### config.mk
export PLATFORM = sky130hd
export DESIGN_NAME = mem_stage
export DESIGN_NICKNAME = d
export VERILOG_FILES = /design/src/rtl/cpu_pkg.sv /design/src/rtl/mem_stage.sv
export SDC_FILE = /design/constraint.sdc
export NUM_CORES = 2
export LEC_CHECK = 0
export ABC_AREA = 1
export BUFFER_PORTS_ARGS = -buffer_cell sky130_fd_sc_hd__buf_2
export CAP_MARGIN = 20
export CELL_PAD_IN_SITES_DETAIL_PLACEMENT = 1
export CELL_PAD_IN_SITES_GLOBAL_PLACEMENT = 2
export CORE_ASPECT_RATIO = 1.1
export CORE_UTILIZATION = 43
export DETAILED_ROUTE_END_ITERATION = 8
export GPL_ROUTABILITY_DRIVEN = 0
export PLACE_DENSITY_LB_ADDON = 0.1
export SETUP_SLACK_MARGIN = 0.4
export SYNTH_ARGS = -nofsm -noshare
export SYNTH_HDL_FRONTEND = slang
export SYNTH_SLANG_ARGS = --single-unit
### constraint.sdc
create_clock -name ui_clk_from_ddr -period 4.88 [get_ports ui_clk_from_ddr]
set_clock_uncertainty 0.15 [all_clocks]
set_input_delay 0.732 -clock ui_clk_from_ddr [delete_from_list [all_inputs] [get_ports ui_clk_from_ddr]]
set_output_delay 0.732 -clock ui_clk_from_ddr [all_outputs]
set_load 0.02 [all_outputs]
### src/rtl/cpu_pkg.sv
package cpu_pkg;

    typedef logic [31:0] word_t;
    typedef logic [4:0]  reg_addr_t;
    typedef logic [5:0]  opcode_t;
    typedef logic [5:0]  funct_t;

    typedef enum logic [2:0] {
        ALU_ADD,
        ALU_SUB,
        ALU_AND,
        ALU_OR,
        ALU_SLT
    } alu_op_t;

    // Source of an EX operand
    typedef enum logic [1:0] {
        FWD_NONE,
        FWD_MEM,
        FWD_WB
    } fwd_sel_t;

    localparam opcode_t OP_RTYPE = 6'd0;
    localparam opcode_t OP_ADDI  = 6'd8;
    localparam opcode_t OP_LW    = 6'd35;
    localparam opcode_t OP_SW    = 6'd43;

    localparam funct_t FN_ADD = 6'd32;
    localparam funct_t FN_SUB = 6'd34;
    localparam funct_t FN_AND = 6'd36;
    localparam funct_t FN_OR  = 6'd37;
    localparam funct_t FN_SLT = 6'd42;

    // Instruction field positions
    localparam int OP_HI  = 31;
    localparam int OP_LO  = 26;
    localparam int RS_HI  = 25;
    localparam int RS_LO  = 21;
    localparam int RT_HI  = 20;
    localparam int RT_LO  = 16;
    localparam int RD_HI  = 15;
    localparam int RD_LO  = 11;
    localparam int FN_HI  = 5;
    localparam int FN_LO  = 0;
    localparam int IMM_HI = 15;
    localparam int IMM_LO = 0;

endpackage
### src/rtl/mem_stage.sv
module mem_stage #(
    parameter int DMEM_WORDS = 64
) (
    input  logic               ui_clk_from_ddr,
    input  logic               reset,
    input  logic               exmem_valid,
    input  logic               exmem_mem_r,
    input  logic               exmem_mem_w,
    input  logic               exmem_reg_w,
    input  cpu_pkg::reg_addr_t exmem_rd,
    input  cpu_pkg::word_t     exmem_result,
    input  cpu_pkg::word_t     exmem_store_data,
    output logic               wb_valid,
    output cpu_pkg::reg_addr_t wb_rd,
    output cpu_pkg::word_t     wb_data
);
    import cpu_pkg::*;

    localparam int AW = $clog2(DMEM_WORDS);

    word_t         dmem [DMEM_WORDS];
    logic [AW-1:0] idx;
    word_t         load_data;

    // Word index, upper address bits wrap
    assign idx       = exmem_result[AW+1:2];
    assign load_data = dmem[idx];

    always_ff @(posedge ui_clk_from_ddr) begin
        if (reset) begin
            for (int i = 0; i < DMEM_WORDS; i++) begin
                dmem[i] <= '0;
            end
        end else if (exmem_valid && exmem_mem_w) begin
            dmem[idx] <= exmem_store_data;
        end
    end

    // MEM/WB
    always_ff @(posedge ui_clk_from_ddr) begin
        if (reset) begin
            wb_valid <= 1'b0;
        end else begin
            wb_valid <= exmem_valid && exmem_reg_w;
        end
    end

    always_ff @(posedge ui_clk_from_ddr) begin
        wb_rd   <= exmem_rd;
        wb_data <= exmem_mem_r ? load_data : exmem_result;
    end

endmodule

* After elaboration in Yosys (flattened, before gate mapping)
Memory sizes are Yosys's and may differ from the RTL's. Index checks and enable logic that the tools add are counted.
Cells by class: multiplexer cells 9, reductions and logical operators 3
Operators by type and width (number):
- 32-bit 2-to-1 mux | 2
- 32-bit OR reduction | 1
- 1-bit 2-to-1 mux | 6
- 6-bit 2-to-1 mux | 1
- 1-bit logical AND | 2
Word-level totals: logic and storage cells 16, bits in registers 38, memories 1, bits in writable memories 2048, input port bits 75, output and inout port bits 38
Memory list:
- dmem | depth 64, width 32, read ports 1, clocked after Yosys merged registers in 0, wr ports 64, line mem_stage.sv:21 | word_t dmem [DMEM_WORDS];

* Longest topological paths before layout
word-level depth 6, gate-level depth with buffers 17

* Least setup slack after synthesis
OpenSTA, ideal clock, no wires.
path type input to register, from in exmem_result[2], to mem dmem[10][0] (netlist name) (enable), data required time 4.341 ns, setup slack 1.605 ns, data arrival time 2.736 ns, stages on the path 7, path through buf_2 -> buf_4 -> buf_2 -> nor4_4 -> nand2_1 -> clkbuf_1 -> nand2_1
RTL lines:
- start: declaration | line mem_stage.sv:11 | input cpu_pkg::word_t exmem_result,
- end: declaration | line mem_stage.sv:21

==> impl_metrics.json <==
{
  "drive_gt1_frac": 0.0717,
  "route.top_layer_used": "met4",
  "worst_pin_slew_ns": 1.20,
  "maxCapViolations": 0,
  "synth.distinct_cells": 23,
  "ctsResizeCount": 0,
  "synth-seq-area-share": 0.644,
  "syn_nets": 11200,
  "synth_warnings": 0,
  "hpwl_um": 223000,
  "clock_latency_ns": 0.89,
  "maxSlewHeadroom": 0.197,
  "final.min_clock_period_ns": 3.73,
  "drtAntennaViolNets": 0,
  "critPathCaptureType": "flip-flop",
  "startpoint_type": "primary input",
  "drcViolationCount": 0,
  "worst-r2r-cell-count": 12,
  "grt_antenna_before_repair": 8,
  "cts_tree": "yes",
  "drt_iter0_drc": 7035,
  "fp.dieArea_um2": 227000,
  "hold_violations": 0,
  "path_max_fanout": 33,
  "r2r_end": "wb_data[21]",
  "synth_seq_cells": 2086,
  "num_io_pins": 113,
  "start_util": 0.433,
  "cts_sinks": 2086,
  "reg2reg_from": "dmem[7][21]",
  "grt_pass1_vias": 77200,
  "critPathArrivalTime_ns": 4.09,
  "final_core_util": 0.482,
  "cp.required_ns": 5.24,
  "ctsLongestPathBuffers": 3,
  "p_per_area_nw_per_um2": 386,
  "portBuffers": 112,
  "rows": 182,
  "criticalPathCategory": "in -> reg",
  "finalSetupTns_ns": 0,
  "core_area_um2": 224000,
  "netlist_area_um2": 96800,
  "wl_met1_um": 154000,
  "grt_max_degree": 167,
  "grt_pass1_wl_um": 529000,
  "ir_drop_mv": 0.405,
  "die_w_um": 454,
  "clock.fmax_ghz": 0.268,
  "overflow": 0,
  "vias": 76400,
  "syn_inst": 11100,
  "wl_met3_um": 20900,
  "setup_viol": 0,
  "endpoint": "dmem[15][26]",
  "grtUsageTotal": 0.321,
  "wl_per_cell_um": 26.0,
  "layout.nets": 11000,
  "htreeDepth": 4,
  "slew_violations": 0,
  "mostFrequentLayoutCell": "nand2_1",
  "outcome": "completed",
  "synth_area_per_cell_um2": 8.72,
  "crit_path_start": "reset",
  "fin_crit_sh": 0.765,
  "area_growth_pct": 11.4,
  "vias_per_cell": 5.43,
  "cts_setup_buffers": 0,
  "hold_buffers": 22,
  "drt_wl_total_um": 365000,
  "layout_common_cells": "5799 x nand2_1, 2132 x nor2_1, 2048 x edfxtp_1",
  "leakage_nw": 47.7,
  "reg2reg_slack_ns": 2.20,
  "hold_path_class": "in -> reg",
  "fp.dieH_um": 499,
  "rsz0062_at_grt": "false",
  "cts_buffers": 221,
  "cts_root_buffer": "clkbuf_16",
  "drtPass1Iterations": 6,
  "cts.reportedPaths.clkPinSlew_ns": 0.06,
  "wl_met2_um": 172000
}
## how the worst min path moves through the flow
stage	from	to	cells after the start
2_1_floorplan	dmem[8][5]	wb_data[5]	6
3_3_place_gp	dmem[9][5]	wb_data[5]	6
3_5_place_dp	dmem[9][5]	wb_data[5]	6
4_1_cts	exmem_result[27]	wb_data[27]	4
5_1_grt	exmem_result[15]	wb_data[15]	4
6_report	exmem_result[27]	wb_data[27]	4
## cells by family (layout without fill, tap and decap cells)
group | count (synthesis) | count (layout) | synth area share
and+or+nand+nor | 8026 | 8026 | 0.314
DFF | 2086 | 2086 | 0.644
buffers and inverters | 949 | 959 | 0.0405
AOI/OAI and AO/OA | 39 | 39 | 0.00212
other | 0 | 6 | 0
## critical path, stage by stage
cell and delay (ns):
dlygate4sd3_1 0.53, buf_2 0.13, clkinv_2 0.04, nand3_1 0.58, nor3_4 0.74, nand2_1 0.35
buf_4 0.37, nand2_1 0.11, buf_4 0.44
## layout make-up
cell class | count | area, µm²
Fill cell | 25900 | 116000
Sequential cell | 2086 | 62300
Multi-Input combinational cell | 8065 | 30600
Clock buffer | 301 | 6190
Tap cell | 2944 | 3680
Timing Repair Buffer | 423 | 3610
Clock inverter | 112 | 871
Inverter | 123 | 542
Antenna cell | 6 | 15.0
## routing by layer
metal	global-route usage	vias up
met5	0	-
met4	0.143	0
met3	0.0387	542
met2	0.520	2296
met1	0.432	39100
li1	-	34500
## cells in the mapped netlist
cell type  number  area (µm²)
nand2_1      5799       21800
nor2_1       2136        8020
edfxtp_1     2048       61500
clkbuf_1      497        1870
buf_2         277        1390
inv_1          89         334
nand3_1        50         250
buf_1          49         184
dfxtp_1        38         761
inv_2          32         120
or2_2          29         181
a21oi_1        19        95.1
o21ai_0        16        80.1
nor3_1          4        20.0
nor4_4          4        85.1
buf_4           3        22.5
a21boi_0        2        15.0
nor3_2          2        20.0
o211ai_1        2        15.0
clkinv_1        1        3.75
inv_4           1        6.26
nor3_4          1        16.3
nor4_1          1        6.26
## sequential cells by signal (all words and copies together) (netlist names)
signal	count
dmem	2048
wb_rd	5
wb_valid	1
wb_data	32
## power breakdown
part           internal [mW]  total [mW]  leakage, nW  switching, mW
Sequential              20.6        20.9         19.8          0.300
Combinational          0.875        3.95         24.4           3.07
Clock                   9.50        16.8         3.49           7.29
Total                   30.9        41.6         47.7           10.7
## metrics by stage
stage / setup slack, ns / area, µm² / total power, mW / instances / hold WS [ns]
finish: 1.15 / 108000 / 41.6 / 14100 / 0.0557
global route: 1.13 / 108000 / 42.7 / 14100 / 0.0556
CTS: 1.23 / 108000 / 41.8 / 14100 / 0.00180
detailed placement: 0.849 / 100000 / 25.1 / 13600 / 0.640
global placement: 0.868 / 100000 / 25.0 / 13600 / 0.640
floorplan: 1.61 / 96800 / 23.3 / 11100 / 0.540
No activity file was read; power rests on OpenSTA's default activity.
