--- src/rtl/cpu_pkg.sv ---
package cpu_pkg;

    typedef logic [31:0] word_t;
    typedef logic [4:0]  reg_addr_t;
    typedef logic [5:0]  opcode_t;
    typedef logic [5:0]  funct_t;

    typedef enum logic [2:0] {
        ALU_ADD,
        ALU_SUB,
        ALU_AND,
        ALU_OR,
        ALU_SLT
    } alu_op_t;

    // Source of an EX operand
    typedef enum logic [1:0] {
        FWD_NONE,
        FWD_MEM,
        FWD_WB
    } fwd_sel_t;

    localparam opcode_t OP_RTYPE = 6'd0;
    localparam opcode_t OP_ADDI  = 6'd8;
    localparam opcode_t OP_LW    = 6'd35;
    localparam opcode_t OP_SW    = 6'd43;

    localparam funct_t FN_ADD = 6'd32;
    localparam funct_t FN_SUB = 6'd34;
    localparam funct_t FN_AND = 6'd36;
    localparam funct_t FN_OR  = 6'd37;
    localparam funct_t FN_SLT = 6'd42;

    // Instruction field positions
    localparam int OP_HI  = 31;
    localparam int OP_LO  = 26;
    localparam int RS_HI  = 25;
    localparam int RS_LO  = 21;
    localparam int RT_HI  = 20;
    localparam int RT_LO  = 16;
    localparam int RD_HI  = 15;
    localparam int RD_LO  = 11;
    localparam int FN_HI  = 5;
    localparam int FN_LO  = 0;
    localparam int IMM_HI = 15;
    localparam int IMM_LO = 0;

endpackage
--- src/rtl/id_stage.sv ---
module id_stage (
    input  logic               ui_clk_from_ddr,
    input  logic               reset,
    input  logic               instr_valid,
    input  cpu_pkg::word_t     instr,
    output logic               instr_ready,
    input  logic               ex_load,
    input  cpu_pkg::reg_addr_t ex_rd,
    input  logic               wb_write,
    input  cpu_pkg::reg_addr_t wb_rd,
    input  cpu_pkg::word_t     wb_data,
    output logic               idex_valid,
    output cpu_pkg::alu_op_t   idex_alu_op,
    output logic               idex_use_imm,
    output cpu_pkg::word_t     idex_imm,
    output logic               idex_mem_r,
    output logic               idex_mem_w,
    output logic               idex_reg_w,
    output cpu_pkg::reg_addr_t idex_rs,
    output cpu_pkg::reg_addr_t idex_rt,
    output cpu_pkg::reg_addr_t idex_rd,
    output cpu_pkg::word_t     idex_rs_data,
    output cpu_pkg::word_t     idex_rt_data
);
    import cpu_pkg::*;

    logic      ifid_valid;
    word_t     ifid_instr;
    reg_addr_t rs;
    reg_addr_t rt;
    reg_addr_t dest;
    word_t     rs_data;
    word_t     rt_data;
    word_t     imm_ext;
    alu_op_t   alu_op;
    logic      use_imm;
    logic      mem_r;
    logic      mem_w;
    logic      reg_w;
    logic      dest_is_rt;
    logic      rt_used;
    logic      stall;
    logic      id_go;

    //////////////////////////////////////////////////
    // IF/ID
    //////////////////////////////////////////////////

    always_ff @(posedge ui_clk_from_ddr) begin
        if (reset) begin
            ifid_valid <= 1'b0;
        end else if (instr_ready) begin
            ifid_valid <= instr_valid;
        end
    end

    always_ff @(posedge ui_clk_from_ddr) begin
        if (instr_ready && instr_valid) begin
            ifid_instr <= instr;
        end
    end

    //////////////////////////////////////////////////
    // Decode and register read
    //////////////////////////////////////////////////

    assign rs      = ifid_instr[RS_HI:RS_LO];
    assign rt      = ifid_instr[RT_HI:RT_LO];
    assign dest    = dest_is_rt ? rt : ifid_instr[RD_HI:RD_LO];
    assign imm_ext = {{16{ifid_instr[IMM_HI]}}, ifid_instr[IMM_HI:IMM_LO]};

    decoder u_decoder (
        .instr      ( ifid_instr ),
        .alu_op     ( alu_op     ),
        .use_imm    ( use_imm    ),
        .mem_r      ( mem_r      ),
        .mem_w      ( mem_w      ),
        .reg_w      ( reg_w      ),
        .dest_is_rt ( dest_is_rt )
    );

    reg_file u_reg_file (
        .ui_clk_from_ddr ( ui_clk_from_ddr ),
        .reset           ( reset           ),
        .rs              ( rs              ),
        .rt              ( rt              ),
        .rs_data         ( rs_data         ),
        .rt_data         ( rt_data         ),
        .w_en            ( wb_write        ),
        .w_addr          ( wb_rd           ),
        .w_data          ( wb_data         )
    );

    // Load-use hazard against the lw now in EX
    // rt is only a source for R-type and sw
    assign rt_used     = !use_imm || mem_w;
    assign stall       = ifid_valid && ex_load &&
                         ((rs == ex_rd) || (rt_used && rt == ex_rd));
    assign instr_ready = !stall;
    assign id_go       = ifid_valid && !stall;

    //////////////////////////////////////////////////
    // ID/EX
    //////////////////////////////////////////////////

    // A stall leaves a bubble with all write enables low
    always_ff @(posedge ui_clk_from_ddr) begin
        if (reset) begin
            idex_valid <= 1'b0;
            idex_mem_r <= 1'b0;
            idex_mem_w <= 1'b0;
            idex_reg_w <= 1'b0;
        end else begin
            idex_valid <= id_go;
            idex_mem_r <= id_go && mem_r;
            idex_mem_w <= id_go && mem_w;
            idex_reg_w <= id_go && reg_w;
        end
    end

    always_ff @(posedge ui_clk_from_ddr) begin
        idex_alu_op  <= alu_op;
        idex_use_imm <= use_imm;
        idex_imm     <= imm_ext;
        idex_rs      <= rs;
        idex_rt      <= rt;
        idex_rd      <= dest;
        idex_rs_data <= rs_data;
        idex_rt_data <= rt_data;
    end

endmodule

--- src/rtl/reg_file.sv ---
module reg_file (
    input  logic               ui_clk_from_ddr,
    input  logic               reset,
    input  cpu_pkg::reg_addr_t rs,
    input  cpu_pkg::reg_addr_t rt,
    output cpu_pkg::word_t     rs_data,
    output cpu_pkg::word_t     rt_data,
    input  logic               w_en,
    input  cpu_pkg::reg_addr_t w_addr,
    input  cpu_pkg::word_t     w_data
);
    import cpu_pkg::*;

    word_t regs [32];

    always_ff @(posedge ui_clk_from_ddr) begin
        if (reset) begin
            for (int i = 0; i < 32; i++) begin
                regs[i] <= '0;
            end
        end else if (w_en && w_addr != '0) begin
            regs[w_addr] <= w_data;
        end
    end

    // Write-through so ID sees the value retiring in this cycle
    assign rs_data = (rs == '0) ? '0 :
                     (w_en && w_addr == rs) ? w_data : regs[rs];
    assign rt_data = (rt == '0) ? '0 :
                     (w_en && w_addr == rt) ? w_data : regs[rt];

endmodule

--- src/rtl/decoder.sv ---
module decoder (
    input  cpu_pkg::word_t   instr,
    output cpu_pkg::alu_op_t alu_op,
    output logic             use_imm,
    output logic             mem_r,
    output logic             mem_w,
    output logic             reg_w,
    output logic             dest_is_rt
);
    import cpu_pkg::*;

    opcode_t opcode;
    funct_t  funct;

    assign opcode = instr[OP_HI:OP_LO];
    assign funct  = instr[FN_HI:FN_LO];

    always_comb begin
        // Anything not recognised falls through as a no-op
        alu_op     = ALU_ADD;
        use_imm    = 1'b0;
        mem_r      = 1'b0;
        mem_w      = 1'b0;
        reg_w      = 1'b0;
        dest_is_rt = 1'b0;
        case (opcode)
            OP_RTYPE: begin
                reg_w = 1'b1;
                case (funct)
                    FN_ADD:  alu_op = ALU_ADD;
                    FN_SUB:  alu_op = ALU_SUB;
                    FN_AND:  alu_op = ALU_AND;
                    FN_OR:   alu_op = ALU_OR;
                    FN_SLT:  alu_op = ALU_SLT;
                    default: reg_w = 1'b0;
                endcase
            end
            OP_ADDI: begin
                use_imm    = 1'b1;
                reg_w      = 1'b1;
                dest_is_rt = 1'b1;
            end
            OP_LW: begin
                use_imm    = 1'b1;
                mem_r      = 1'b1;
                reg_w      = 1'b1;
                dest_is_rt = 1'b1;
            end
            // Address is rs + imm, data comes from rt
            OP_SW: begin
                use_imm = 1'b1;
                mem_w   = 1'b1;
            end
            default: ;
        endcase
        // Writes to $0 are dropped here
        if ((dest_is_rt ? instr[RT_HI:RT_LO] : instr[RD_HI:RD_LO]) == '0) begin
            reg_w = 1'b0;
        end
    end

endmodule

--- config.mk ---
export PLATFORM = sky130hd
export DESIGN_NAME = id_stage
export DESIGN_NICKNAME = d
export VERILOG_FILES = /design/src/rtl/cpu_pkg.sv /design/src/rtl/id_stage.sv /design/src/rtl/reg_file.sv /design/src/rtl/decoder.sv
export SDC_FILE = /design/constraint.sdc
export NUM_CORES = 2
export LEC_CHECK = 0
export BUFFER_PORTS_ARGS = -buffer_cell sky130_fd_sc_hd__buf_2
export CAP_MARGIN = 40
export CORE_UTILIZATION = 55
export CTS_BUF_LIST = sky130_fd_sc_hd__clkbuf_4 sky130_fd_sc_hd__clkbuf_8
export DETAILED_ROUTE_END_ITERATION = 8
export GPL_ROUTABILITY_DRIVEN = 0
export PLACE_DENSITY = 0.79
export SLEW_MARGIN = 20
export SYNTH_ARGS = -nofsm -noshare
export SYNTH_HDL_FRONTEND = slang
export SYNTH_HIERARCHICAL = 1
export SYNTH_SLANG_ARGS = --single-unit
export TNS_END_PERCENT = 50
--- constraint.sdc ---
create_clock -name ui_clk_from_ddr -period 4.65 [get_ports ui_clk_from_ddr]
set_input_delay 0.93 -clock ui_clk_from_ddr [delete_from_list [all_inputs] [get_ports ui_clk_from_ddr]]
set_output_delay 0.93 -clock ui_clk_from_ddr [all_outputs]
set_load 0.005 [all_outputs]
# ---- Yosys cells after proc, flatten, opt, wreduce, memory -nomap -nowiden
# Memory sizes are Yosys's and may differ from the RTL's. A register that Yosys moved wholly into a read port is not among the register bits.
# Cells that the tools add are included.
dict set report op_classes {
  n_reduce_logical 24
  eq_ne 12
  mux 21
}
# cell n
set ops {}
lappend ops {{$mux 32} 3}
lappend ops {{$eq 6x6->1 const B} 7}
lappend ops {{$reduce_or 32->1} 1}
lappend ops {{$eq 5x5->1} 4}
lappend ops {{$mux 5} 4}
lappend ops {{$logic_not 5->1} 3}
lappend ops {{$mux 1} 12}
lappend ops {{$pmux 3 s4} 1}
lappend ops {{$logic_and 1x1->1} 11}
lappend ops {{$eq 6x4->1 const B} 1}
lappend ops {{$logic_not 6->1} 1}
lappend ops {{$reduce_bool 5->1} 1}
lappend ops {{$reduce_or 5->1} 1}
lappend ops {{$reduce_or 3->1} 1}
lappend ops {{$logic_not 1->1} 2}
lappend ops {{$logic_or 1x1->1} 2}
lappend ops {{$pmux 1 s2} 1}
lappend ops {{$reduce_or 2->1} 1}
dict set report word_totals {
  output_inout_bits 120
  regBits 136
  wordCells 72
  ram_bits 1024
  input_bits 79
  memories 1
}
# name words width rd rd_clocked_by_memory_dff wr line
set memory_table {}
lappend memory_table {u_reg_file.regs 32 32 2 2 32 reg_file.sv:14} ;# word_t regs [32];

# ---- Longest topological paths before layout
dict set report logic_depth {
  ltp_word 11
  ltp_mapped 9
  ltp_nobuf 8
}

# ---- Modules after synthesis
# The synthesis kept the hierarchy.
# mod instances cells_each area_per_inst_um2 seq_area_each_um2
set modules_own_cells {}
lappend modules_own_cells {reg_file 1 3802 55061.6 30749.5}
lappend modules_own_cells {id_stage 1 185 3429.5 3042.9}
lappend modules_own_cells {decoder 1 24 170.2 0.0}

# ---- Worst setup path after synthesis
# OpenSTA, ideal clock, no wires.
dict set report synth_timing {
  kind {reg-to-reg}
  startpoint {reg ifid_instr[26]}
  endpoint {reg ifid_instr[0], enable pin}
  required_time_ps 4229
  path_stages_with_launch 8
  n_path_buf 0
  period_less_slack_ps 3612
  setup_slack_ps 1038
  setup_ps 421
  arrival_time_ps 3191
  path_cell_list {edfxtp_1 or4b_4 a21boi_2 or2_1 inv_1 o2111ai_1 o32ai_4 nor2_1}
}
dict set report synth_between {
  elab_chain_len 10
  word_cells_on_any_way 13
  classes_between {3 x eq/ne; 2 x mux; 8 x reduce/logical}
}
# element line
set synth_rtl {}
lappend synth_rtl {{from (decl)} id_stage.sv:28} ;# word_t ifid_instr;
lappend synth_rtl {{from (signal assigned)} id_stage.sv:59} ;# ifid_instr <= instr;
lappend synth_rtl {{$eq 6x6->1 or $eq 6x4->1 (tied branches)} decoder.sv:26} ;# case (opcode)
lappend synth_rtl {{$reduce_or 3->1 (no line) (*)} -}
lappend synth_rtl {{$mux 1 (*)} decoder.sv:26}
lappend synth_rtl {{via use_imm} id_stage.sv:36} ;# logic use_imm;
lappend synth_rtl {{$logic_not 1->1 (*)} id_stage.sv:96} ;# assign rt_used = !use_imm || mem_w;
lappend synth_rtl {{$logic_or 1x1->1 (*)} id_stage.sv:96}
lappend synth_rtl {{$logic_and 1x1->1 (*)} id_stage.sv:98} ;# ((rs == ex_rd) || (rt_used && rt == ex_rd));
lappend synth_rtl {{$logic_or 1x1->1 (*)} id_stage.sv:98}
lappend synth_rtl {{$logic_and 1x1->1 (*)} id_stage.sv:97} ;# assign stall = ifid_valid && ex_load &&
lappend synth_rtl {{$logic_not 1->1 (*)} id_stage.sv:99} ;# assign instr_ready = !stall;
lappend synth_rtl {{$logic_and 1x1->1 (*)} id_stage.sv:58} ;# if (instr_ready && instr_valid) begin
# Mark *: on every way through the listed nets, which the timed path passes. The rest lies on a longest branch.
# A chain may end at the register's enable or synchronous reset.

# ---- Final worst setup path
dict set report layout_timing {
  startpoint {reg ifid_instr[26]}
  endpoint {out instr_ready}
}
dict set report layout_between {
  elab_chain_len 9
  word_cells_on_any_way 12
  classes_between {3 x eq/ne; 2 x mux; 7 x reduce/logical}
}
# element line
set layout_rtl {}
lappend layout_rtl {{$eq 6x6->1 or $eq 6x4->1 (tied branches)} decoder.sv:26}
lappend layout_rtl {{$reduce_or 3->1 (no line) (*)} -}
lappend layout_rtl {{$mux 1 (*)} decoder.sv:26}
lappend layout_rtl {{via use_imm} id_stage.sv:36}
lappend layout_rtl {{$logic_not 1->1 (*)} id_stage.sv:96}
lappend layout_rtl {{$logic_or 1x1->1 (*)} id_stage.sv:96}
lappend layout_rtl {{$logic_and 1x1->1 (*)} id_stage.sv:98}
lappend layout_rtl {{$logic_or 1x1->1 (*)} id_stage.sv:98}
lappend layout_rtl {{$logic_and 1x1->1 (*)} id_stage.sv:97}
lappend layout_rtl {{$logic_not 1->1 (*)} id_stage.sv:99}
lappend layout_rtl {{to (decl)} id_stage.sv:6} ;# output logic instr_ready,
# Marks and branches as above.

==> results by group <==
Logic synthesis
  • Synthesized cell area: 58700 sq um
  • Synthesized netlist cell count: 4011
  • Post-synth EDFFs: 1056
  • Synth warnings: 6
  • Syn Area/Cell: 14.6 sq um
  • Yosys cell types: 66
  • Ys async rst share: 0%
  • Sequential area share after synthesis: 57.6%
  • Register bit total from synthesis: 1160
  • Top-area cell type share of the netlist area: 54.1%
  • Dominant cell type by area after synthesis: edfxtp_1
  • Ys flop type: edfxtp_1
  • Synth area leaders: edfxtp_1 54%, mux4_2 14%, and2_1 11%, mux2i_1 5.6%, dfxtp_1 3.5%

Floorplan
  • Die height: 329 microns
  • Die area: 108000 sq um
  • Initial core utilization: 55.6%
  • Io pins: 199
  • FP Rows: 119
  • Core ar.: 106000 sq um
  • Die Wd: 329 microns

Route
  • Residual DRC: 28
  • Via-to-Cell Ratio: 6.86
  • Wire per inst: 32.1 microns
  • Antenna viol nets, final: 0
  • WL final: 183000 microns
  • Initial drt markers: 6537
  • Detailed-route via count: 39.0k
  • DR pass1 iterations: 9

Worst setup path
  • Startpoint class of the critical path: flop
  • Setup crit end kind: output pin
  • CP Data Required Time: 3720 ps
  • Category of the critical setup timing path: reg -> out
  • Maximum fanout along the worst path: 7
  • Arrival time worst endpoint: 3110 ps

Global route
  • Largest net degree at the start of global routing: 80
  • First-pass GRT wire length: 262000 microns
  • GRT Overall Usage: 33.8%
  • Total gr overflow: 0
  • Initial antenna violation count: 12
  • Vias in the first global route: 38.0k

Finish
  • Layout net count: 4228
  • Most frequent cells in the layout: 1056 x edfxtp_1, 993 x and2_1, 375 x mux4_2, 331 x mux2i_1, 198 x buf_2
  • Area grow syn2layout: 10.6%
  • Share of cells above drive strength 1: 26.2%
  • Commonest non-fill, non-tap cell in the layout: edfxtp_1
  • Final Core Density: 61.5%

Hold path
  • HP Class: in -> reg

Clock tree
  • CTS tree: done
  • CTS clk-pin slew, worst paths: 60 ps
  • Post-CTS Resized: 0
  • CTS H-Tree Depth: 4
  • Deepest clock path buffer count: 3
  • CTS sink count: 1160
  • Total CTS buffers: 184
  • Post-CTS setup buffers: 0
  • Clk_lat worst skew: 900 ps
  • Cts hold-fix bufs: 0
  • Root Driver: clkbuf_8

Placement
  • Port Buffers: 198
  • Dpl hpwl: 117000 microns

Timing
  • Worst slew margin: 39.1%
  • Aggregate negative setup slack: 0 ps
  • Max Clk Rate: 0.247 GHz
  • Period utilization: 86.9%
  • # setup viols final: 0
  • Final hold violation count: 0
  • Slew Viols, Final: 0
  • Final Skew: 71.1 ps
  • Unrepaired setup endpoints after global routing: false
  • Worst-margin pin slew: 914 ps
  • Clock period minus worst slack: 4040 ps

Pwr
  • Static Leak: 23.4 nW
  • Power Density: 372 nW/um^2
  • Worst IR Drop VDD: 0.000261 V

Status
  • Status: finished with violations
  • Failing checks: design-rule violations

Job
  • Max cap viols: 0
==> cell usage after synthesis (38+ instances only) <==
master / number
edfxtp_1: 1056
and2_1: 994
mux4_2: 375
mux2i_1: 331
clkbuf_1: 278
a22oi_1: 107
dfxtp_1: 104
nand2_1: 68
a21oi_1: 64
buf_2: 56
nor2_1: 52
o21ai_1: 50
buf_4: 47
o221ai_1: 38
==> where the power goes <==
| group | internal [mW] | switching (mW) |
|---|---|---|
| combinational | 1.17 | 1.69 |
| clock | 4.68 | 4.16 |
| sequential | 12.0 | 0.446 |
| total | 17.9 | 6.30 |
==> cell families (layout without fill, tap and decap cells) <==
family | after synthesis | after routing | share of synthesized area (%)
compound gates | 465 | 465 | 5.80
xor+xnor | 20 | 20 | 0.299
buf+inv | 435 | 690 | 3.54
flops | 1160 | 1160 | 57.6
mux | 717 | 717 | 20.3
other cells | 1 | 39 | 0.00639
simple gates | 1213 | 1213 | 12.5
==> cell type report <==
| type | instances | area [sq um] |
|---|---|---|
| Clock inverter | 62 | 415 |
| Multi-Input combinational cell | 2447 | 23100 |
| Fill cell | 7585 | 40700 |
| Inverter | 6 | 25.0 |
| Antenna cell | 7 | 17.5 |
| Tap cell | 1391 | 1740 |
| Clock buffer | 272 | 3270 |
| Timing Repair Buffer | 350 | 2580 |
| Sequential cell | 1160 | 33800 |
==> metrics by stage <==
step | power [mW] | instance area, sq um | worst slack (ps) | hold slack, ps | instances
final | 24.2 | 64900 | 609 | 243 | 5695
after global routing | 24.7 | 64900 | 510 | 212 | 5690
after CTS | 24.1 | 64800 | 572 | 188 | 5685
after detailed placement | 15.4 | 61200 | 1180 | 329 | 5351
after global placement | 15.3 | 60900 | 1140 | 326 | 5341
after floorplan | 14.2 | 58800 | 1040 | 323 | 4042
==> per-layer routing <==
layer	part of all wire, %	track usage (%)	vias up
met5	0.014	0	-
met4	7.3	21.3	4
met3	14	8.80	659
met2	45	50.6	3327
met1	35	44.1	19500
li1	-	-	15600
==> path summary, 6_finish.rpt <==
check	startpoint	end	slack, ps	depth (start not counted)
min	instr[21]	ifid_instr[21]	240	1
min reg2reg	ifid_instr[10]	idex_imm[10]	340	0
max	ifid_instr[26]	instr_ready	610	8
max reg2reg	ifid_instr[26]	ifid_instr[27]	1250	8
==> flip-flops by register name (all words and copies together) (netlist names), 3 cells and up <==
signal	cells
idex_rt_data	32
idex_rd	5
idex_alu_op	3
u_reg_file/regs	1024
idex_rt	5
idex_imm	16
idex_rs	5
idex_rs_data	32
ifid_instr	32
==> critical path: stages (launching register included) <==
cell and delay, ps:
edfxtp_1 430, or4b_4 560, a21boi_2 390, or2_1 200
inv_1 50, o2111ai_1 280, o32ai_4 160, inv_4 80
buf_2 110
(Power assumes the default switching activity.)
