==> config.mk <==
export PLATFORM = sky130hd
export DESIGN_NAME = ex_stage
export DESIGN_NICKNAME = d
export VERILOG_FILES = /design/src/rtl/cpu_pkg.sv /design/src/rtl/ex_stage.sv /design/src/rtl/forward_unit.sv
export SDC_FILE = /design/constraint.sdc
export NUM_CORES = 1
export LEC_CHECK = 0
export ABC_CLOCK_PERIOD_IN_PS = 5200
export BUFFER_PORTS_ARGS = -buffer_cell sky130_fd_sc_hd__buf_2
export CORE_ASPECT_RATIO = 0.75
export CORE_MARGIN = 2
export CORE_UTILIZATION = 30
export DETAILED_ROUTE_END_ITERATION = 10
export PLACE_DENSITY_LB_ADDON = 0.05
export SLEW_MARGIN = 20
export SYNTH_ARGS = -nofsm -noshare
export SYNTH_HDL_FRONTEND = slang
export SYNTH_SLANG_ARGS = --single-unit
==> constraint.sdc <==
create_clock -name ui_clk_from_ddr -period 5.2 [get_ports ui_clk_from_ddr]
set_input_delay 0.78 -clock ui_clk_from_ddr [delete_from_list [all_inputs] [get_ports ui_clk_from_ddr]]
set_output_delay 0.78 -clock ui_clk_from_ddr [all_outputs]
set_load 0.01 [all_outputs]
==> src/rtl/cpu_pkg.sv <==
package cpu_pkg;

    typedef logic [31:0] word_t;
    typedef logic [4:0]  reg_addr_t;
    typedef logic [5:0]  opcode_t;
    typedef logic [5:0]  funct_t;

    typedef enum logic [2:0] {
        ALU_ADD,
        ALU_SUB,
        ALU_AND,
        ALU_OR,
        ALU_SLT
    } alu_op_t;

    // Source of an EX operand
    typedef enum logic [1:0] {
        FWD_NONE,
        FWD_MEM,
        FWD_WB
    } fwd_sel_t;

    localparam opcode_t OP_RTYPE = 6'd0;
    localparam opcode_t OP_ADDI  = 6'd8;
    localparam opcode_t OP_LW    = 6'd35;
    localparam opcode_t OP_SW    = 6'd43;

    localparam funct_t FN_ADD = 6'd32;
    localparam funct_t FN_SUB = 6'd34;
    localparam funct_t FN_AND = 6'd36;
    localparam funct_t FN_OR  = 6'd37;
    localparam funct_t FN_SLT = 6'd42;

    // Instruction field positions
    localparam int OP_HI  = 31;
    localparam int OP_LO  = 26;
    localparam int RS_HI  = 25;
    localparam int RS_LO  = 21;
    localparam int RT_HI  = 20;
    localparam int RT_LO  = 16;
    localparam int RD_HI  = 15;
    localparam int RD_LO  = 11;
    localparam int FN_HI  = 5;
    localparam int FN_LO  = 0;
    localparam int IMM_HI = 15;
    localparam int IMM_LO = 0;

endpackage
==> src/rtl/ex_stage.sv <==
module ex_stage (
    input  logic               ui_clk_from_ddr,
    input  logic               reset,
    input  logic               idex_valid,
    input  cpu_pkg::alu_op_t   idex_alu_op,
    input  logic               idex_use_imm,
    input  cpu_pkg::word_t     idex_imm,
    input  logic               idex_mem_r,
    input  logic               idex_mem_w,
    input  logic               idex_reg_w,
    input  cpu_pkg::reg_addr_t idex_rs,
    input  cpu_pkg::reg_addr_t idex_rt,
    input  cpu_pkg::reg_addr_t idex_rd,
    input  cpu_pkg::word_t     idex_rs_data,
    input  cpu_pkg::word_t     idex_rt_data,
    input  logic               wb_reg_w,
    input  cpu_pkg::reg_addr_t wb_rd,
    input  cpu_pkg::word_t     wb_data,
    output logic               ex_load,
    output cpu_pkg::reg_addr_t ex_rd,
    output logic               exmem_valid,
    output logic               exmem_mem_r,
    output logic               exmem_mem_w,
    output logic               exmem_reg_w,
    output cpu_pkg::reg_addr_t exmem_rd,
    output cpu_pkg::word_t     exmem_result,
    output cpu_pkg::word_t     exmem_store_data
);
    import cpu_pkg::*;

    fwd_sel_t sel_a;
    fwd_sel_t sel_b;
    word_t    op_a;
    word_t    fwd_b;
    word_t    op_b;
    word_t    alu_out;

    //////////////////////////////////////////////////
    // Operand selection
    //////////////////////////////////////////////////

    forward_unit u_forward_unit (
        .rs        ( idex_rs     ),
        .rt        ( idex_rt     ),
        .mem_reg_w ( exmem_reg_w ),
        .mem_rd    ( exmem_rd    ),
        .wb_reg_w  ( wb_reg_w    ),
        .wb_rd     ( wb_rd       ),
        .sel_a     ( sel_a       ),
        .sel_b     ( sel_b       )
    );

    always_comb begin
        case (sel_a)
            FWD_MEM: op_a = exmem_result;
            FWD_WB:  op_a = wb_data;
            default: op_a = idex_rs_data;
        endcase
        case (sel_b)
            FWD_MEM: fwd_b = exmem_result;
            FWD_WB:  fwd_b = wb_data;
            default: fwd_b = idex_rt_data;
        endcase
    end

    // Forwarded rt is still the store data when B takes the immediate
    assign op_b = idex_use_imm ? idex_imm : fwd_b;

    //////////////////////////////////////////////////
    // ALU
    //////////////////////////////////////////////////

    always_comb begin
        case (idex_alu_op)
            ALU_SUB: alu_out = op_a - op_b;
            ALU_AND: alu_out = op_a & op_b;
            ALU_OR:  alu_out = op_a | op_b;
            ALU_SLT: alu_out = {31'd0, $signed(op_a) < $signed(op_b)};
            default: alu_out = op_a + op_b;
        endcase
    end

    // Seen by ID for the load-use check
    assign ex_load = idex_valid && idex_mem_r && idex_reg_w;
    assign ex_rd   = idex_rd;

    //////////////////////////////////////////////////
    // EX/MEM
    //////////////////////////////////////////////////

    always_ff @(posedge ui_clk_from_ddr) begin
        if (reset) begin
            exmem_valid <= 1'b0;
            exmem_mem_r <= 1'b0;
            exmem_mem_w <= 1'b0;
            exmem_reg_w <= 1'b0;
        end else begin
            exmem_valid <= idex_valid;
            exmem_mem_r <= idex_valid && idex_mem_r;
            exmem_mem_w <= idex_valid && idex_mem_w;
            exmem_reg_w <= idex_valid && idex_reg_w;
        end
    end

    always_ff @(posedge ui_clk_from_ddr) begin
        exmem_rd         <= idex_rd;
        exmem_result     <= alu_out;
        exmem_store_data <= fwd_b;
    end

endmodule

==> src/rtl/forward_unit.sv <==
module forward_unit (
    input  cpu_pkg::reg_addr_t rs,
    input  cpu_pkg::reg_addr_t rt,
    input  logic               mem_reg_w,
    input  cpu_pkg::reg_addr_t mem_rd,
    input  logic               wb_reg_w,
    input  cpu_pkg::reg_addr_t wb_rd,
    output cpu_pkg::fwd_sel_t  sel_a,
    output cpu_pkg::fwd_sel_t  sel_b
);
    import cpu_pkg::*;

    // Youngest producer wins, so MEM is checked before WB
    function automatic fwd_sel_t pick(
        input reg_addr_t src,
        input logic      m_reg_w,
        input reg_addr_t m_rd,
        input logic      w_reg_w,
        input reg_addr_t w_rd
    );
        if (src == '0) begin
            return FWD_NONE;
        end else if (m_reg_w && m_rd == src) begin
            return FWD_MEM;
        end else if (w_reg_w && w_rd == src) begin
            return FWD_WB;
        end
        return FWD_NONE;
    endfunction

    assign sel_a = pick(rs, mem_reg_w, mem_rd, wb_reg_w, wb_rd);
    assign sel_b = pick(rt, mem_reg_w, mem_rd, wb_reg_w, wb_rd);

endmodule

Word level (Yosys, flattened, before mapping)
Index checks and enable logic that the tools add are counted.
{"block": "op_classes", "order_cmp": 1, "mux": 18, "n_eq_ne": 12, "n_reduce_logical": 10, "add_sub_neg": 2, "n_bitwise": 2}
{"cell": "case mux 32 bit (2 select lines)", "n": 2}
{"cell": "case mux 32 bit (4 select lines)", "n": 1}
{"cell": "adder 32 bit", "n": 1}
{"cell": "AND 32 bit", "n": 1}
{"cell": "< comparator 32 bit", "n": 1}
{"cell": "2-to-1 mux 32 bit", "n": 1}
{"cell": "OR 32 bit", "n": 1}
{"cell": "subtractor 32 bit", "n": 1}
{"cell": "equality test 5 bit", "n": 4}
{"cell": "2-to-1 mux 2 bit", "n": 8}
{"cell": "zero test 5 bit", "n": 2}
{"cell": "logical AND 1 bit", "n": 8}
{"cell": "equality test 3 x 2 -> 1 bit, second input constant", "n": 2}
{"cell": "2-to-1 mux 1 bit", "n": 6}
{"cell": "equality test 2 x 1 -> 1 bit, second input constant", "n": 2}
{"cell": "equality test 2 bit, second input constant", "n": 2}
{"cell": "equality test 3 x 1 -> 1 bit, second input constant", "n": 1}
{"cell": "equality test 3 bit, second input constant", "n": 1}
{"block": "word_totals", "ff_bits": 73, "output_inout_bits": 79, "inputBits": 159, "wordCells": 52}

Longest topological paths before layout
Gate-level depths: netlist of run 1.
{"block": "logic_depth", "depth_word": 11, "depth_mapped": 22, "depth_no_buf": 20}

Cells and area by module
Synthesis of run 1 repeated with hierarchy kept, for this count alone.
{"block": "unflattened", "cells_unflattened": 1201, "hier_area_um2": 8315.5}
{"mod": "ex_stage", "seq_area_each_um2": 1461.4, "cells_per_inst": 1165, "area_each_um2": 8032.7, "instances": 1}
{"mod": "forward_unit", "seq_area_each_um2": 0.0, "cells_per_inst": 36, "area_each_um2": 282.8, "instances": 1}

Worst setup path after synthesis of run 1
No wires, ideal clock.
{"block": "synth_timing", "path_kind": "input to register", "startpoint": "input port idex_rt[1]", "endpoint": "register exmem_result[26]", "slack_ns": 0.149, "required_time_ns": 5.066, "arrival_ns": 4.917, "cell_stages": 20, "setup_ns": 0.134, "path_buffers": 2, "path_cell_list": "or4_1 > nor2_1 > nor2_1 > and4_1 > clkbuf_1 > clkbuf_1 > a22oi_1 > nand2_1 > mux2_2 > ha_1 > fa_1 > nor2_1 > o221ai_1 > a211oi_1 > nor2_1 > o31ai_1 > a31o_2 > a21oi_1 > a221oi_1 > o221ai_1"}
{"block": "synth_between", "elab_chain_cells": 11, "word_cells_on_any_way": 20, "classes_between": "add/sub (2); eq/ne (4); mux (9); bitwise (2); reduce/logical (3)"}
{"element": "start: declaration", "line_no": "ex_stage.sv:12", "text": "input cpu_pkg::reg_addr_t idex_rt,"}
{"element": "equality test 5 bit", "line_no": "forward_unit.sv:25", "text": "end else if (w_reg_w && w_rd == src) begin"}
{"element": "logical AND 1 bit", "line_no": "forward_unit.sv:25"}
{"element": "2-to-1 mux 1 bit", "line_no": "forward_unit.sv:25"}
{"element": "2-to-1 mux 1 bit", "line_no": "forward_unit.sv:23", "text": "end else if (m_reg_w && m_rd == src) begin"}
{"element": "2-to-1 mux 1 bit", "line_no": "forward_unit.sv:21", "text": "if (src == '0) begin"}
{"element": "2-to-1 mux 2 bit *", "line_no": "forward_unit.sv:28", "text": "return FWD_NONE;"}
{"element": "equality test 2 bit or equality test 2 x 1 -> 1 bit (tied branches)", "line_no": "ex_stage.sv:59", "text": "case (sel_b)"}
{"element": "case mux 32 bit (2 select lines) *", "line_no": "ex_stage.sv:59"}
{"element": "net fwd_b[0]", "line_no": "ex_stage.sv:34", "text": "word_t fwd_b;"}
{"element": "2-to-1 mux 32 bit *", "line_no": "ex_stage.sv:67", "text": "assign op_b = idex_use_imm ? idex_imm : fwd_b;"}
{"element": "adder 32 bit or subtractor 32 bit (tied branches)", "line_no": "ex_stage.sv:79, ex_stage.sv:75"}
{"element": "case mux 32 bit (4 select lines) *", "line_no": "ex_stage.sv:74", "text": "case (idex_alu_op)"}
{"element": "net alu_out[26]", "line_no": "ex_stage.sv:36", "text": "word_t alu_out;"}
{"element": "end signal: assignment", "line_no": "ex_stage.sv:107", "text": "exmem_result <= alu_out;"}
{"element": "end: declaration", "line_no": "ex_stage.sv:26", "text": "output cpu_pkg::word_t exmem_result,"}
Mark *: on every way through the listed nets, which the timed path passes. The rest lies on a longest branch.
A chain may end at the register's enable or synchronous reset.

Worst setup path after layout of run 1
{"block": "layout_timing", "startpoint": "input port idex_rt[1]", "endpoint": "register exmem_result[29]"}
Same word-level chain as after synthesis.

==> results of run 1 <==
power by group:
group	switching (mW)	total [mW]	internal (mW)
combinational	0.748	1.32	0.572
sequential	0.0642	0.708	0.644
clock	0.296	0.678	0.382
registers in the layout (all words and copies together), names as in the netlist:
name,count
exmem_rd,5
exmem_mem_w,1
exmem_reg_w,1
exmem_store_data,32
exmem_mem_r,1
exmem_valid,1
exmem_result,32
worst max path at each step:
stage	endpoint	slack, ps	cells past startpoint
floorplan	exmem_result[26]	150	20
global placement	exmem_result[29]	-360	16
detailed placement	exmem_result[26]	-380	21
CTS	exmem_result[26]	170	22
global route	exmem_result[29]	-10	21
finish	exmem_result[29]	230	20
critical path, stage by stage:
cell,delay [ps]
buf_2,110
or4_1,530
nor2_1,140
nor2_1,60
and4_1,300
buf_12,190
buf_4,140
a22oi_1,140
nand2_1,80
mux2_2,290
ha_1,380
inv_1,80
a311o_2,380
o2111ai_1,130
nor4b_4,330
o21ai_2,140
a211o_1,390
a41oi_2,270
o221a_2,240
o221ai_2,90
cells in the final DEF (no fill, tap or decap), types with 9 or more instances in the layout:
cell type and n:
inv_1 94, nand3_1 11, ha_1 96, nand2_1 126
buf_2 237, nor3_1 13, a221o_1 35, o211ai_1 14
mux2_2 33, o221ai_1 11, clkbuf_16 9, and2_1 39
nand2b_1 16, nor2_1 77, a221oi_1 12, o22ai_1 13
a211oi_1 10, buf_4 126, o21ai_0 54, a21oi_1 77
nand4_1 10, nor4_1 13, a21o_1 9, xor2_1 11
nor2b_1 11, a22oi_1 38, dfxtp_1 73
metal layers:
metal | vias up | share of wire | GRT usage | wire [um]
li1 | 4629 | - | - | -
met1 | 4451 | 0.51 | 0.377 | 18500
met2 | 371 | 0.40 | 0.357 | 14700
met3 | 21 | 0.077 | 0.0387 | 2800
met4 | 0 | 0.0095 | 0.0421 | 344
met5 | - | 0 | 0 | 0
through the flow:
stage	power (mW)	util	cell area (um2)
final	2.71	0.399	11100
after global routing	2.88	0.399	11100
after CTS	2.70	0.395	11000
after detailed placement	2.00	0.385	10700
after global placement	2.02	0.385	10700
after floorplan	1.46	-	8410
layout make-up:
type / count / area [um2] / share of cell area
Clock buffer: 10 / 239 / 0.0216
Clock inverter: 5 / 56.3 / 0.00508
Inverter: 101 / 379 / 0.0342
Multi-Input combinational cell: 865 / 6210 / 0.560
Sequential cell: 73 / 1460 / 0.132
Tap cell: 357 / 447 / 0.0403
Timing Repair Buffer: 371 / 2290 / 0.207
cells by family after synthesis:
logic type / Yosys count
multiplexers: 37
buffers and inverters: 171
AO/OA/AOI/OAI: 355
AND/OR/NAND/NOR: 354
adder cells (fa/ha/maj): 98
flip-flops: 73
XOR/XNOR: 21
timing repair:
item / 4_1_cts / 5_1_grt
endpoints found under the setup margin: 1 / 11
resized for setup: 1 / 14
hold buffers: 0 / 0
pin swaps: 0 / 1
setup buffers: 0 / 1
==> results.txt, run 1 <==
The flow ran to the end, and the final reports show no timing, DRC or antenna violations. The share of synthesized flip-flops with an asynchronous set or reset was 0. The tools report the worst relative slew slack as 0.354. The synthesized netlist cell count was 1109.

The run gives 5200 ps as the critical path arrival. After detailed placement, the design holds a cell count of 1765. Clock skew on the completed layout was measured at 13.4 ps. Once detail routing completed, the nets flagged for antenna violations numbered 0.

Summed over all layers, the global routing overflow is 0. The tools report the level count of the clock H-tree as 3. In this run the clock root is driven by a clkbuf_16. The reg-to-reg endpoint is exmem_result[29].

The logic depth of the worst register-to-register path was 19; the average wire length per cell after detail routing was 20.4 um. At the worst endpoint, the required time is 5430 ps. The logs give 5.46 nW for the leakage power of the design and 73 for the sink count of the clock tree.

Averaged over all synthesized cells, the footprint is 7.58 um2. The distinct cell type count of the synthesized netlist is 83, and the count of cells along the worst hold path is 2. The logs give 238 for the I/O pin count and 0.303 for the initial cell density of the core. The most numerous cell in the Yosys netlist is nand2_1. The worst-margin pin slew was 970 ps; the total power per unit cell area was 244 nW/um2.

The post-synthesis share of cell area spent on full adders, half adders and majority gates was 0.148; the number of violations reported at the end of detailed-routing iteration 0 was 688. The run gives -384 ps as the pre-CTS worst setup slack. Fill cells in the final layout number 3002. The run gives 0 as the post-detailed-route DRC marker count.

The run gives 0 as the number of failing hold endpoints at the final stage. The global placement routability congestion was 0.893. After synthesis, the largest family of logic cells by area is compound AO/OA/AOI/OAI gates.

The number of max-capacitance violations reported came out at 0. TritonCTS built the clock tree. The tools report the final antenna diode count as 0. Counting flops and latches in the post-synthesis netlist gives 73. The share of synthesized area spent on multiplexers came out at 0.0490. IR analysis of the VDD net gives a maximum drop of 0.149 mV. The post-route worst setup slack was 225 ps; the width of the die was 197 um. Detailed placement ended at an HPWL of 28.2 mm. The number of global-route vias before repair is 8811.

The largest area contributor in the synthesized netlist is dfxtp_1. For the final routed database, the setup TNS stands at 0 ps. The pre-antenna-repair detailed-routing pass consisted of 5 iterations.

Entering global routing, the biggest net connects 34 pins. In this run, synthesis inferred 0 flip-flops with an integrated enable. The count of cells in the finished layout, fillers not included, comes to 1782. The share of the synthesized area in compound gates (AO/OA/AOI/OAI) works out to 0.302.

In this run the worst setup path begins at idex_rt[1]. Buffers inserted during clock tree synthesis total 9. In this run the cell area of the synthesized design comes to 8410 um2. When the netlist entered floorplanning its net count stood at 1366. In the final design database the tool counted 1678 nets. Die area: 29400 um2.

For the initial antenna violation count, the log shows 1. The largest fanout on the critical path is 12, and the area of the core region is 27800 um2. The clock transition at the registers of the reported paths is 70 ps, and the portion of synthesized cell area occupied by the leading cell type is 0.174.

Summed over all layers, the routed wires come to 36.4 mm. In this run the tool buffered the top-level ports with 237 buffer cells. Via density per instance: 5.32.

Across all layers, the routed design uses 9472 vias. The logs give 0 for the max-slew violation count and 500 ps for the slack of the worst reg-to-reg path. The startpoint identified for the worst register-to-register timing path is exmem_rd[3]. The post-route clock period utilization was 0.957. The global-route usage over all layers is 0.245, and the ratio of cells with drive above 1 in the final layout is 0.325.

The count of standard-cell rows is 53, and the count of yosys warnings during synthesis is 0. The end point of the most critical hold path was exmem_store_data[7]. The share of synthesized area occupied by flip-flops and latches was 0.174; the maximum number of buffers from clock root to sink was 2.

The routed design could run at a clock period as short as 4970 ps. The die is 149 um tall. Timing would allow up to 0.201 GHz.

By area the synthesized netlist is led by dfxtp_1 (17%), ha_1 (14%), nand2_1 (5.6%), a21oi_1 (4.7%), mux2_2 (4.4%). For the global-route wire length before repair, the log shows 54.4 mm. Hold timing on the final database bottoms out at a slack of 533 ps. The launch point of the worst hold path is exmem_result[7].

Counting instances in the post-synthesis netlist gives the leading cell types as nand2_1 (126), ha_1 (96), inv_1 (94). The post-synthesis xor/xnor area fraction is 0.0219, and the worst-skew pair later-pin latency is 370 ps. The setup path with the least slack is of type input pin to register.

The tightest min-delay check is of the register to register type. The fraction of the mapped netlist area in simple logic gates is 0.205, and the synthesis-to-layout area growth is 31.8%. Final setup violation count: 0. The worst setup path is captured at a register. STA classifies the critical path startpoint as an input pin.

The most frequently used flop master after synthesis is dfxtp_1.
(Power assumes the default switching activity.)
==> run 2, diff against run 1 <==
--- a/config.mk
+++ b/config.mk
@@ -5,7 +5,7 @@
 export SDC_FILE = /design/constraint.sdc
 export NUM_CORES = 1
 export LEC_CHECK = 0
-export ABC_CLOCK_PERIOD_IN_PS = 5200
+export ABC_CLOCK_PERIOD_IN_PS = 5800
 export BUFFER_PORTS_ARGS = -buffer_cell sky130_fd_sc_hd__buf_2
 export CORE_ASPECT_RATIO = 0.75
 export CORE_MARGIN = 2
==> constraint.sdc (replaced) <==
create_clock -name ui_clk_from_ddr -period 5.8 [get_ports ui_clk_from_ddr]
set_input_delay 0.87 -clock ui_clk_from_ddr [delete_from_list [all_inputs] [get_ports ui_clk_from_ddr]]
set_output_delay 0.87 -clock ui_clk_from_ddr [all_outputs]
set_load 0.01 [all_outputs]
==> run 2 against run 1 <==
Flip-flop and latch count is the same. Clock skew shrank 4.3 ps. Die area is the same. Critical path type unchanged. Highest routed layer unchanged. Sequential share of layout area grew 0.91 points. Clock power shrank 11%. Final cell count shrank 4.4%.
==> results.txt, run 2 (synthesis results as in run 1) <==
The run finished with clean final reports. For the routed wire length, the log shows 36.2 mm. The post-route clock period utilization works out to 0.966.

The worst setup path is captured at a register. For the final database, setup skew stands at 9.06 ps. Count of cells along the worst hold path: 2. The worst relative slew slack was 0.318; the worst supply voltage drop on vdd was 0.155 mV. Power spread over the standard cell area amounts to 223 nW/um2.

After clock tree synthesis, the setup repair step added 0 buffers. Setup violations remaining at the end of the flow were counted as 0. The synthesis-to-layout area growth is 23.3%. For the number of global-route vias before repair, the log shows 8666.

After floorplanning, the core was divided into 53 placement rows. The routed via count is 9215. From bottom edge to top edge, the die measures 149 um.

After routing the design area is 10400 um2. The initial antenna violation count was 0. The max-slew violation count is 0, and the final instance count without filler cells is 1704. The final critical delay including setup and external delays is 5600 ps. The width of the die is 197 um.

Across all setup checks in the final design, the least slack found is 196 ps. Number of failing hold endpoints at the final stage: 0. 0 antenna diodes ended up in the layout.

Before antenna repair, the detailed router went through 5 iterations. The number of placed instances, taps included, is 1684. The maximum number of buffers from clock root to sink is 2, and the average wire length per cell after detail routing is 21.2 um. Along the worst path, the maximum fanout reaches 11. The worst-skew pair later-pin latency came out at 360 ps. The pre-CTS worst setup slack came out at -159 ps.

The worst hold path class was register to register. The post-detailed-route DRC marker count was 0; the number of antenna-violating nets in the routed design was 0. For the I/O pin count, the log shows 238. The global-route usage over all layers is 0.239. After detailed routing, the number of vias per cell comes to 5.41. The worst setup path is launched from an input pin.

The count of fill cells added during filler insertion came out at 2977. At the end of the flow, the number of nets in the layout was 1599. After detailed placement, the total cell area comes to 10000 um2.

The floorplan step defined a core boundary enclosing 27800 um2. Summed over all failing endpoints, the final setup total negative slack is 0 ps. The multi-input combinational cells in the finished layout cover a total of 6170 um2. Setup repair after global routing left no endpoint under its margin. Counting cells, the worst reg-to-reg path comes to 16. The total overflow left after global routing is 0. The tool flagged a number of max-cap violations equal to 0. CTS saw 73 sinks. In the layout the commonest cells are buf_2 (237), nand2_1 (126), ha_1 (96), inv_1 (94), a21oi_1 (79).

Required time of the worst setup path: 6020 ps. The clock transition at the registers of the reported paths is 70 ps, and the global-route wire length before repair is 53.3 mm. TritonCTS built the clock tree.

After legalization and detailed placement, the total HPWL measured 27.8 mm. STA puts the critical path data arrival time at 5830 ps. Summing all flip-flop and latch instances after layout gives 1460 um2. After clock tree synthesis, the flow added hold-fix buffers numbering 0. The number of buffers added by the clock tree synthesis step is 9. The global placement routability congestion came out at 0.909.

In this run the static leakage power is 5.04 nW. The leading cell type in the layout, fill and taps excluded was buf_2. For the pin with the worst max-slew slack, the measured transition is 1020 ps. The level count of the clock H-tree is 3, and the number of violations reported at the end of detailed-routing iteration 0 is 719. The port buffer count came out at 237.

Gates resized during post-CTS repair numbered 0. Based on the critical path, the design can be clocked at up to 0.178 GHz. The die area is 29400 um2, and the ratio of cells with drive above 1 in the final layout is 0.279. The critical setup path kind is input pin to register. Entering global routing, the biggest net connects 30 pins. In this run the clock root is driven by a clkbuf_16. The tools report the initial cell density of the core as 0.303.

The largest registers in the layout are exmem_result: 32 flops, exmem_store_data: 32 flops, exmem_rd: 5 flops.
## run 2: cell type report
class / instances / share of cell area
clock inverters: 6 / 0.00664
multi-input cells: 866 / 0.595
well taps: 357 / 0.0431
repair buffers: 291 / 0.155
inverters: 101 / 0.0366
flip-flops and latches: 73 / 0.141
clock buffers: 10 / 0.0221
## run 2: final timing paths
check,start,end,slack (ps)
worst max-delay path,idex_rt[0],exmem_result[21],200
worst max register to register,exmem_rd[3],exmem_result[21],480
worst min-delay path,exmem_result[20],exmem_store_data[20],530
worst min register to register,exmem_result[20],exmem_store_data[20],530
## run 2: routing by layer
layer	vias to the layer above	wire length (um)	GRT usage	share of wire
met5	-	0	0	0
met1	4342	18900	0.368	0.52
li1	4471	-	-	-
met4	0	384	0.0395	0.011
met2	379	14500	0.351	0.40
met3	23	2470	0.0362	0.068
## run 2: metrics by stage
step                      utilization  total power, mW  hold slack (ps)
after floorplan                     -             1.31              552
after global placement          0.360             1.71              511
after detailed placement        0.361             1.70              510
after CTS                       0.372             2.32              534
after global routing            0.373             2.46              565
final                           0.373             2.31              528
## run 2: where the power goes
part	internal (mW)	leakage [nW]	switching (mW)
Clock	0.336	0.143	0.265
Sequential	0.577	0.615	0.0553
Combinational	0.431	4.28	0.646
## run 2: worst max-delay path, cell delays in order
cell and delay, ps:
buf_2 120, xor2_1 160, nor4_1 290, nand3_1 430, nor2_2 940, a22oi_1 210, nand2_1 120, mux2_2 180
inv_2 40, ha_1 230, or4_4 560, o2111ai_1 230, nor4b_4 320, o21ai_2 160, a211o_1 370, a221oi_1 410
o221ai_1 180
==> run 3, diff against run 2 <==
--- a/config.mk
+++ b/config.mk
@@ -6,7 +6,7 @@
 export NUM_CORES = 1
 export LEC_CHECK = 0
 export ABC_CLOCK_PERIOD_IN_PS = 5800
-export BUFFER_PORTS_ARGS = -buffer_cell sky130_fd_sc_hd__buf_2
+export BUFFER_PORTS_ARGS = -buffer_cell sky130_fd_sc_hd__buf_4
 export CORE_ASPECT_RATIO = 0.75
 export CORE_MARGIN = 2
 export CORE_UTILIZATION = 30
==> run 3 against run 2 <==
Largest power group unchanged. First-iteration DRC count decreased by 5.4%. Count of clock-buffer cells in the layout unchanged. Non-clock buffer count unchanged. Sequential power about the same. Clock power up 2%.
==> results.txt, run 3 (synthesis results as in run 1) <==
Final net count: 1598. At the pin with the least slew margin, the transition time is 894 ps. Summed over all nets, the half-perimeter wirelength after detailed placement is 28.1 mm. Using the TritonRoute via totals, the vias-per-cell ratio works out to 5.38. The logs give 0 for the post-CTS setup buffer count and 1687 for the placed instance count. Ratio of cells with drive above 1 in the final layout: 0.279. In this run, post-CTS hold repair placed 0 buffers. The max-slew violation count is 0. The run gives 0 as the global-route congestion overflow total. Total power per unit cell area: 219 nW/um2. The maximum clock frequency came out at 0.188 GHz. The largest registers in the layout are exmem_result: 32 flops, exmem_store_data: 32 flops, exmem_rd: 5 flops. The area taken by flip-flops and latches is 1460 um2. The worst relative slew slack is 0.404, and the die height is 149 um. The level count of the clock H-tree came out at 3.

In this run the core area contains 53 standard-cell rows. The final hold slack was 533 ps; the multi-input combinational cell area was 6160 um2. For this block, the initial DRC count from the detailed router was 680.

The worst hold path class is register to register. The critical path startpoint category is an input pin. The I/O pin count was 238. The worst-skew pair later-pin latency came out at 370 ps. For this run, the number of standard cells in the final layout without fillers is 1703. In this run the horizontal extent of the chip is 197 um. The number of buffers added by the clock tree synthesis step was 9. The run finished with clean final reports. The tools report the beginning of the worst register-to-register path as exmem_rd[0]. Summed over all cells, the static leakage comes to 5.23 nW. The die area was 29400 um2; the global-route usage over all layers was 0.242. Along the worst hold path, the cell count comes to 2. In the layout the commonest cells are buf_4 (291), nand2_1 (126), ha_1 (96), inv_1 (94), a21oi_1 (79).

Clock tree synthesis found a total of 73 sinks. The worst register-to-register path has a depth of 18. From synthesis to final layout, the design area changed by 30.1%. The number of max-capacitance violations reported came out at 0. The initial cell density of the core was 0.303. The library cell used most frequently in the layout, excluding fill and tap cells, is buf_4.

Routability-driven placement finished with a final weighted congestion of 0.895. Clock skew on the completed layout was measured at 11.9 ps. The routed wire length came out at 35.8 mm. TritonCTS built the clock tree.

The tools report the end point of the most critical hold path as exmem_store_data[30]. Post-detailed-route DRC marker count: 0. The cell sitting at the root of the clock tree is a clkbuf_16.

The slack of the worst reg-to-reg path came out at 810 ps. The largest fanout on the critical path is 13, and the critical path arrival is 5540 ps. For the worst setup path, the data required time is 6030 ps. The worst path in the final design needs a cycle of 5310 ps, including I/O delays and setup.

The first global-routing pass estimated 54.1 mm of wire. For the total of cells resized after clock tree synthesis, the log shows 0. Post-route clock period utilization: 0.916. The count of fill cells added during filler insertion is 2968, and the number of global-route vias before repair is 8769. In the final timing run, aggregate negative setup slack is 0 ps.

After clock tree synthesis, the clock-pin slew on the worst setup and hold paths is 70 ps. The initial antenna violation count is 0, and the maximum number of buffers from clock root to sink is 2. Setup repair after global routing left no endpoint under its margin. The run gives 0.153 mV as the worst supply voltage drop on vdd. In the final routed layout, each cell accounts on average for 21.0 um. During placement, the flow inserted port buffers numbering 237. Once detail routing completed, the nets flagged for antenna violations numbered 0. The tools report the launch point of the worst hold path as exmem_result[30]. 0 antenna diodes ended up in the layout. The critical path starts at idex_rt[1]. The final route contains 9154 vias. Critical setup path kind: input pin to register. For the number of failing hold endpoints at the final stage, the log shows 0. Area of the core region: 27800 um2. The design draws 2.39 mW.

The tools report the post-route cell area as 10900 um2. The final setup violation count was 0. The tools report the reg-to-reg endpoint as exmem_result[29]. The first detailed-routing pass ran for 5 iterations. In this run the cell area measured after placement is 10600 um2. The tools report the sort of element at the end of the critical path as a register. Entering global routing, the biggest net connects 30 pins.
==> run 3: changes by cell type in the layout (fill, tap and decap cells not counted), sizes merged <==
| cell | before | now |
|---|---|---|
| nor2 | 81 | 80 |
| inv | 101 | 102 |
| clkinv | 4 | 3 |
==> run 3: final cells by class <==
type	instances	share of cell area
tap	357	0.0408
clock buffer	10	0.0219
clock inverter	6	0.00595
inverter	101	0.0347
sequential	73	0.134
multi-input combinational	865	0.563
timing repair buffer	291	0.200
==> run 3: metal layers <==
metal	vias to the layer above	share of wire	track usage
li1	4457	-	-
met1	4319	0.52	0.372
met2	350	0.40	0.348
met3	28	0.072	0.0445
met4	0	0.011	0.0451
met5	-	0	0
==> run 3: critical path: stages <==
cell and delay, ps:
buf_4 130, or4_1 510, nor2_1 150, nor2_1 60, and4_1 280, buf_4 240
a22oi_1 160, nand2_1 80, mux2_2 290, ha_1 400, a21oi_1 270, o31ai_1 180
o2111a_1 320, o2111ai_1 420, a21oi_1 210, o31ai_1 340, a21oi_1 160, a221oi_1 340
o221ai_2 140
==> run 3: worst max-delay path by stage <==
stage,cells past startpoint,endpoint,slack (ps)
6_report,19,exmem_result[29],490
5_1_grt,19,exmem_result[29],340
4_1_cts,19,exmem_result[29],610
3_5_place_dp,19,exmem_result[29],230
3_3_place_gp,19,exmem_result[29],290
2_1_floorplan,20,exmem_result[26],660
==> run 3: where the power goes <==
group	internal (mW)	switching [mW]	leakage, nW
combinational	0.498	0.643	4.47
sequential	0.577	0.0589	0.615
clock	0.347	0.268	0.149
==> run 3: through the flow <==
stage,setup slack (ps),util
floorplan,659,-
global placement,291,0.383
detailed placement,225,0.383
CTS,608,0.394
global route,336,0.394
finish,489,0.394
